===== src/synthPkg.sv =====
`default_nettype none

package synthPkg;

	// ============================================================
	// Sizes
	// ============================================================

	// Voice count and index width
	localparam int numVoices = 4;
	localparam int voiceIdxW = 2;

	// Phase accumulator width
	localparam int phaseW = 32;

	// Sample and amplitude width
	localparam int sampleW = 16;
	localparam int noteW = 4;

	// Increment is (note+1) << incrShift
	localparam int incrShift = 24;

	// Mixed sum scaled down before truncation
	localparam int mixShift = 17;

	// Signed sample times unsigned amplitude
	localparam int prodW = 2 * sampleW + 1;
	// Room for the sum of all voices
	localparam int accW = prodW + voiceIdxW;

	// ============================================================
	// Codes and payloads
	// ============================================================

	typedef enum logic [1:0] {
		waveOff = 2'd0,
		waveSaw = 2'd1,
		waveSquare = 2'd2,
		waveTri = 2'd3
	} waveSel_t;

	// Write goes to one voice or to the global amplitude
	typedef enum logic {
		targetVoice = 1'b0,
		targetAmp = 1'b1
	} cfgTarget_t;

	// Travels with every pipeline item
	typedef struct packed {
		logic valid;
		logic [voiceIdxW-1:0] idx;
		logic first;
		logic last;
	} voiceTag_t;

	// Top phase bits of one voice
	typedef struct packed {
		voiceTag_t tag;
		logic [sampleW-1:0] phase;
	} phaseTap_t;

	typedef struct packed {
		voiceTag_t tag;
		logic signed [sampleW-1:0] sample;
	} voiceSample_t;

	// Single-cycle configuration write
	typedef struct packed {
		logic strobe;
		cfgTarget_t target;
		logic [voiceIdxW-1:0] voice;
		logic [noteW-1:0] note;
		waveSel_t wave;
		logic [sampleW-1:0] amp;
	} cfgWrite_t;

endpackage

`default_nettype wire


===== src/phaseBank.sv =====
`timescale 1ns/10ps
`default_nettype none

module phaseBank
	import synthPkg::*;
(
	input logic MAX10_CLK2_50,
	input logic rstN,
	input voiceTag_t step,
	input logic [numVoices-1:0][phaseW-1:0] phaseIncr,
	input logic [numVoices-1:0] retrig,
	output phaseTap_t tap
);

	// One accumulator per voice
	logic [numVoices-1:0][phaseW-1:0] phase;

	// ============================================================
	// Accumulators
	// ============================================================
	always_ff @(posedge MAX10_CLK2_50 or negedge rstN) begin
		if (!rstN) begin
			phase <= '0;
		end else begin
			// Step the addressed voice after its phase was sampled
			if (step.valid) begin
				phase[step.idx] <= phase[step.idx] + phaseIncr[step.idx];
			end
			// Retrigger wins over a step to the same voice
			for (int i = 0; i < numVoices; i++) begin
				if (retrig[i]) begin
					phase[i] <= '0;
				end
			end
		end
	end

	// ============================================================
	// Tap register
	// ============================================================
	always_ff @(posedge MAX10_CLK2_50 or negedge rstN) begin
		if (!rstN) begin
			tap <= '0;
		end else begin
			tap.tag <= step;
			// Current phase, before this step's increment
			tap.phase <= phase[step.idx][phaseW-1 -: sampleW];
		end
	end

endmodule

`default_nettype wire


===== src/synthCore.sv =====
`timescale 1ns/10ps
`default_nettype none

module synthCore
	import synthPkg::*;
(
	input logic MAX10_CLK2_50,
	input logic rstN,
	input logic sampleTick,
	input cfgWrite_t cfg,
	output logic signed [sampleW-1:0] sampleOut,
	output logic sampleValid
);

	// Config to datapath
	logic [numVoices-1:0][phaseW-1:0] phaseIncr;
	waveSel_t [numVoices-1:0] waves;
	logic [sampleW-1:0] amplitude;
	logic [numVoices-1:0] retrig;

	// Pipeline stages
	voiceTag_t step;
	phaseTap_t tap;
	voiceSample_t sample;

	// ============================================================
	// Control and config
	// ============================================================
	voiceSequencer sequencer (
		.MAX10_CLK2_50(MAX10_CLK2_50),
		.rstN(rstN),
		.sampleTick(sampleTick),
		.step(step)
	);

	voiceConfig config0 (
		.MAX10_CLK2_50(MAX10_CLK2_50),
		.rstN(rstN),
		.cfg(cfg),
		.phaseIncr(phaseIncr),
		.waves(waves),
		.amplitude(amplitude),
		.retrig(retrig)
	);

	// ============================================================
	// Datapath
	// ============================================================
	phaseBank phases (
		.MAX10_CLK2_50(MAX10_CLK2_50),
		.rstN(rstN),
		.step(step),
		.phaseIncr(phaseIncr),
		.retrig(retrig),
		.tap(tap)
	);

	waveShaper shaper (
		.MAX10_CLK2_50(MAX10_CLK2_50),
		.rstN(rstN),
		.tap(tap),
		.waves(waves),
		.sample(sample)
	);

	voiceMixer mixer (
		.MAX10_CLK2_50(MAX10_CLK2_50),
		.rstN(rstN),
		.sample(sample),
		.amplitude(amplitude),
		.sampleOut(sampleOut),
		.sampleValid(sampleValid)
	);

endmodule

`default_nettype wire


===== src/voiceConfig.sv =====
`timescale 1ns/10ps
`default_nettype none

module voiceConfig
	import synthPkg::*;
(
	input logic MAX10_CLK2_50,
	input logic rstN,
	input cfgWrite_t cfg,
	output logic [numVoices-1:0][phaseW-1:0] phaseIncr,
	output waveSel_t [numVoices-1:0] waves,
	output logic [sampleW-1:0] amplitude,
	output logic [numVoices-1:0] retrig
);

	// Note index per voice
	logic [numVoices-1:0][noteW-1:0] notes;

	// ============================================================
	// Write decode
	// ============================================================
	always_ff @(posedge MAX10_CLK2_50 or negedge rstN) begin
		if (!rstN) begin
			notes <= '0;
			for (int i = 0; i < numVoices; i++) begin
				waves[i] <= waveOff;
			end
			amplitude <= '0;
			retrig <= '0;
		end else begin
			// Pulse lasts one cycle only
			retrig <= '0;
			if (cfg.strobe) begin
				if (cfg.target == targetVoice) begin
					notes[cfg.voice] <= cfg.note;
					waves[cfg.voice] <= cfg.wave;
					// Restart this voice's phase
					retrig[cfg.voice] <= 1'b1;
				end else begin
					amplitude <= cfg.amp;
				end
			end
		end
	end

	// Increment follows the note one cycle later
	always_ff @(posedge MAX10_CLK2_50) begin
		for (int i = 0; i < numVoices; i++) begin
			phaseIncr[i] <= (phaseW'(notes[i]) + phaseW'(1)) << incrShift;
		end
	end

endmodule

`default_nettype wire


===== src/voiceMixer.sv =====
`timescale 1ns/10ps
`default_nettype none

module voiceMixer
	import synthPkg::*;
(
	input logic MAX10_CLK2_50,
	input logic rstN,
	input voiceSample_t sample,
	input logic [sampleW-1:0] amplitude,
	output logic signed [sampleW-1:0] sampleOut,
	output logic sampleValid
);

	logic signed [prodW-1:0] prod;
	// Running frame sum
	logic signed [accW-1:0] acc;
	logic signed [accW-1:0] frameSum;
	logic signed [accW-1:0] scaled;

	// Unsigned amplitude gets a zero sign bit
	assign prod = prodW'($signed(sample.sample)) * prodW'($signed({1'b0, amplitude}));

	// First voice of a frame starts from zero
	assign frameSum = (sample.tag.first ? accW'(0) : acc) + accW'(prod);
	assign scaled = frameSum >>> mixShift;

	// ============================================================
	// Accumulate
	// ============================================================
	always_ff @(posedge MAX10_CLK2_50) begin
		if (sample.tag.valid) begin
			acc <= frameSum;
		end
	end

	// ============================================================
	// Output
	// ============================================================
	always_ff @(posedge MAX10_CLK2_50 or negedge rstN) begin
		if (!rstN) begin
			sampleOut <= '0;
			sampleValid <= 1'b0;
		end else begin
			sampleValid <= sample.tag.valid && sample.tag.last;
			// Hold the previous sample between frames
			if (sample.tag.valid && sample.tag.last) begin
				sampleOut <= scaled[sampleW-1:0];
			end
		end
	end

endmodule

`default_nettype wire


===== src/voiceSequencer.sv =====
`timescale 1ns/10ps
`default_nettype none

module voiceSequencer
	import synthPkg::*;
(
	input logic MAX10_CLK2_50,
	input logic rstN,
	input logic sampleTick,
	output voiceTag_t step
);

	// High from the accepting edge until one cycle after the last voice
	logic busy;
	// Next voice to issue
	logic [voiceIdxW-1:0] voiceCnt;

	// ============================================================
	// Request to voice steps
	// ============================================================
	always_ff @(posedge MAX10_CLK2_50 or negedge rstN) begin
		if (!rstN) begin
			busy <= 1'b0;
			voiceCnt <= '0;
			step <= '0;
		end else if (!busy) begin
			if (sampleTick) begin
				// Voice 0 opens the frame
				busy <= 1'b1;
				voiceCnt <= voiceIdxW'(1);
				step.valid <= 1'b1;
				step.idx <= '0;
				step.first <= 1'b1;
				step.last <= 1'b0;
			end else begin
				step <= '0;
			end
		end else if (step.last) begin
			// Frame issued, drop busy one cycle later
			busy <= 1'b0;
			step <= '0;
		end else begin
			step.valid <= 1'b1;
			step.idx <= voiceCnt;
			step.first <= 1'b0;
			step.last <= (voiceCnt == voiceIdxW'(numVoices - 1));
			// Wraps back to 0 after the last voice
			voiceCnt <= voiceCnt + voiceIdxW'(1);
		end
	end

endmodule

`default_nettype wire


===== src/waveShaper.sv =====
`timescale 1ns/10ps
`default_nettype none

module waveShaper
	import synthPkg::*;
(
	input logic MAX10_CLK2_50,
	input logic rstN,
	input phaseTap_t tap,
	input waveSel_t [numVoices-1:0] waves,
	output voiceSample_t sample
);

	waveSel_t wave;
	// Folded low bits for the triangle
	logic [sampleW-2:0] triFold;
	logic [sampleW-1:0] triDbl;
	logic signed [sampleW-1:0] shaped;

	// Code of the voice that is in this stage
	assign wave = waves[tap.tag.idx];

	// Falling half mirrors the rising half
	assign triFold = tap.phase[sampleW-1] ? ~tap.phase[sampleW-2:0] : tap.phase[sampleW-2:0];
	assign triDbl = {triFold, 1'b0};

	// ============================================================
	// Shape select
	// ============================================================
	always_comb begin
		case (wave)
			waveSaw: shaped = {~tap.phase[sampleW-1], tap.phase[sampleW-2:0]};
			// Symmetric full scale, -32767 and +32767
			waveSquare: shaped = tap.phase[sampleW-1] ? 16'sh8001 : 16'sh7FFF;
			waveTri: shaped = {~triDbl[sampleW-1], triDbl[sampleW-2:0]};
			default: shaped = '0;
		endcase
	end

	always_ff @(posedge MAX10_CLK2_50 or negedge rstN) begin
		if (!rstN) begin
			sample <= '0;
		end else begin
			sample.tag <= tap.tag;
			sample.sample <= shaped;
		end
	end

endmodule

`default_nettype wire

===== config.mk =====
export PLATFORM = sky130hd
export DESIGN_NAME = synthCore
export DESIGN_NICKNAME = d
export VERILOG_FILES = /design/src/synthPkg.sv /design/src/phaseBank.sv /design/src/synthCore.sv /design/src/voiceConfig.sv /design/src/voiceMixer.sv /design/src/voiceSequencer.sv /design/src/waveShaper.sv
export SDC_FILE = /design/constraint.sdc
export NUM_CORES = 1
export LEC_CHECK = 0
export BUFFER_PORTS_ARGS = -buffer_cell sky130_fd_sc_hd__buf_2
export CORE_AREA = 2 2 176 178
export CTS_BUF_LIST = sky130_fd_sc_hd__clkbuf_8
export CTS_CLUSTER_DIAMETER = 30
export CTS_CLUSTER_SIZE = 20
export DETAILED_ROUTE_END_ITERATION = 16
export DIE_AREA = 0 0 178 180
export PLACE_DENSITY = 0.82
export SLEW_MARGIN = 10
export SYNTH_ARGS = -nofsm -noshare
export SYNTH_HDL_FRONTEND = slang
export SYNTH_SLANG_ARGS = --single-unit

===== constraint.sdc =====
create_clock -name MAX10_CLK2_50 -period 6.7 [get_ports MAX10_CLK2_50]
set_input_delay 0 -clock MAX10_CLK2_50 [delete_from_list [all_inputs] [get_ports MAX10_CLK2_50]]
set_output_delay 0 -clock MAX10_CLK2_50 [all_outputs]
set_load 0.005 [all_outputs]

==> results.md <==
* Outcome: finished, final reports clean
* Post-route cell area at 20450 sq um
* Layout fillers at 2177
* Slowest stage delay, CP at 0.85 ns
* WP data arrival at 6.67 ns
* Initial antenna violation count at 1
* Post-synthesis sequential area ratio at 0.3072
* Mapped Nets at 2121
* CP endpoint kind: register
* Via Count at 12908
* Initial DRC Count at 925
* Die Ht at 180 um
* # setup viols final at 0
* CP dominant cell by count: fa_1
* Core area at 30190 sq um
* Share of layout cells above drive strength 1 at 0.1215
* Worst-path fanout max at 17
* Clock tree buffer depth at 3
* GPL Wtd Cong at 0.9659
* Number of port buffers at 45
* Synthesized instance count at 1737
* Crit share post-route at 0.9517
* Slew Viols, Final at 0
* Clk_lat worst skew at 0.58 ns
* Total wire length at 41.59 mm
* Vias in the first global route at 14038
* Placed cell area at 19130 sq um
* Root Buffer: clkbuf_8
* Post-CTS setup buffer count at 0
* Most frequent cells after synthesis: inv_1 (312), fa_1 (227), nand2_1 (179)
* Setup Skew at 0.03837 ns
* Reg clk slew, reported paths at 0.08 ns
* Worst relative slew slack at 0.2906
* RSZ-0062 raised after global routing: no
* Drt wl/cell at 18.57 um
* First-pass GRT wire length at 69.47 mm
* Worst Tran Pin Value at 1.061 ns
* Die ar. at 32040 sq um
* Post-synth top area share at 0.2451
* CTS tree: done
* Area leader, netlist: fa_1
* GR Overflow Total at 0
* Most common cell in the netlist: inv_1
* Cell Rows at 64
* Minimum clock period at 6.377 ns
* Die X at 178 um
* Cell chain of the critical path: nand2_1, fa_1, fa_1, fa_1, inv_1, fa_1, fa_1, inv_1, fa_1, inv_1, ha_1, a21oi_1, o21ai_0, nand3_1, o2111ai_2, a31oi_1, o21bai_1, xor2_1
* Post-CTS resize count at 0
* CP startpoint kind: register
* Initial Util at 0.6142
* H-tree level count at 2
* WS Path Type: reg2reg
* Maxcap violations at 0
* Post-synth cell types at 67
* Min-Delay Path Class: in2reg
* Io pins at 46
* Highest Clock Rate at 0.1568 GHz
* Synth Warn # at 0
* Mapped Avg Cell Area at 10.67 sq um
* Nets@finish at 2194
* Ys flop type: dfrtp_1
* Hold Fails Final Rpt at 0
* Critical Path Slowest Stage Cell: dfrtp_1
* GRT Overall Usage at 0.2747
* #FFs+latches synth at 225
* EDFF count, synth at 33
* Routed vias/inst at 5.763
* Pin count of the biggest net entering global routing at 107
* Synth top area cells: fa_1 (25%), dfrtp_1 (23%), ha_1 (8.6%)
* Antenna Nets Post-Route at 0
* Post-DP HPWL at 30.09 mm
* Synthesized area at 18540 sq um
* Synth-to-layout area growth at 10.28%
* TritonRoute pass-1 iters at 5
* Worst EP required at 7.00 ns
* Clk sinks at 225
* Asr flop ratio synth at 0.7644
* CTS Buf Count at 42
* Final TNS setup at 0 ns
* DRC errors left at 0
[sequential cells by signal, indices dropped and copies added, names as in the netlist]
| signal | cells |
|---|---|
| config0.amplitude | 16 |
| config0.notes | 16 |
| config0.phaseIncr | 20 |
| config0.retrig | 4 |
| config0.waves | 8 |
| mixer.acc | 33 |
| mixer.sampleOut | 16 |
| mixer.sampleValid | 1 |
| phases.phase | 64 |
| phases.tap | 21 |
| sequencer.busy | 1 |
| sequencer.step | 4 |
| sequencer.voiceCnt | 2 |
| shaper.sample | 19 |
[layout make-up]
class                           count  area [sq um]  area share
Multi-Input combinational cell   1128         11380      0.5567
Sequential cell                   225          5695      0.2785
Inverter                          314          1179     0.05764
Timing Repair Buffer               99         724.4     0.03543
Clock buffer                       43         591.8     0.02894
Tap cell                          396         495.5     0.02423
Clock inverter                     34         376.6     0.01842
Antenna cell                        1         2.502   0.0001224
[layer usage]
metal	track usage	vias up	part of all wire
met5	0	-	0
li1	-	5717	-
met3	0.04336	135	0.069
met2	0.4493	509	0.50
met4	0.1285	0	0.047
met1	0.3608	6547	0.39
[timing repair]
action | in CTS | in global routing
endpoints found under the setup margin | 0 | 0
hold endpoints to repair | 152 | 0
hold buffers | 35 | 0
[cell families after synthesis]
logic type / share of synthesized area
and+or+nand+nor: 0.1267
xor gates and xnor gates: 0.02220
adders and majority gates: 0.3315
AOI/OAI and AO/OA: 0.07612
DFF: 0.3072
muxes: 0.05702
buffers and inverters: 0.07929
[final timing paths]
kind / to / cells past startpoint / slack (ns) / from
min: config0.retrig[3]$_DFF_PN0_ / 3 / 0.11 / cfg[25]
max in group asynchronous: mixer.sampleOut[2]$_DFFE_PN0P_ / 3 / 5.07 / rstN
min reg2reg: phases.tap[17]$_DFF_PN0_ / 0 / 0.36 / sequencer.step[1]$_DFF_PN0_
min in group asynchronous: phases.phase[53]$_DFFE_PN0P_ / 2 / 0.12 / rstN
max reg2reg: mixer.acc[31]$_DFFE_PP_ / 18 / 0.32 / config0.amplitude[10]$_DFFE_PN0P_
max: mixer.acc[31]$_DFFE_PP_ / 18 / 0.32 / config0.amplitude[10]$_DFFE_PN0P_
[critical path: cells and delay by family, from the launching register on]
| kind | cells | cell delay, ns |
|---|---|---|
| AOI/OAI and AO/OA | 5 | 1.21 |
| xor gates and xnor gates | 1 | 0.15 |
| adders and majority gates | 7 | 3.42 |
| buffers and inverters | 3 | 0.16 |
| DFF | 1 | 0.85 |
| and+or+nand+nor | 2 | 0.30 |
[cell usage in the layout (no fill, tap or decap), types with 22 or more instances in the layout]
cell type      instances
inv_1                315
fa_1                 227
nand2_1              179
dfrtp_1              172
and2_1               130
ha_1                 128
a22o_1                56
mux2_2                44
buf_2                 44
clkbuf_8              43
a21oi_1               40
dlygate4sd3_1         35
edfxtp_1              33
nor2_1                32
nor2b_1               30
o21ai_0               30
xnor2_1               28
mux4_2                22
[metrics by stage]
step | utilization | std cells | setup slack, ns | hold WS [ns]
6_report | 0.6773 | 2240 | 0.3235 | 0.1095
5_1_grt | 0.6773 | 2240 | 0.03182 | 0.1707
4_1_cts | 0.6772 | 2239 | 0.3688 | 0.05334
3_5_place_dp | 0.6335 | 2127 | 0.4044 | 0.1916
3_3_place_gp | 0.6335 | 2127 | 0.5543 | 0.1816
2_1_floorplan | - | 1737 | 1.142 | -0.2956
Power is not shown: default switching activity piles up to over one toggle a cycle in this logic, so the estimate is an artifact.
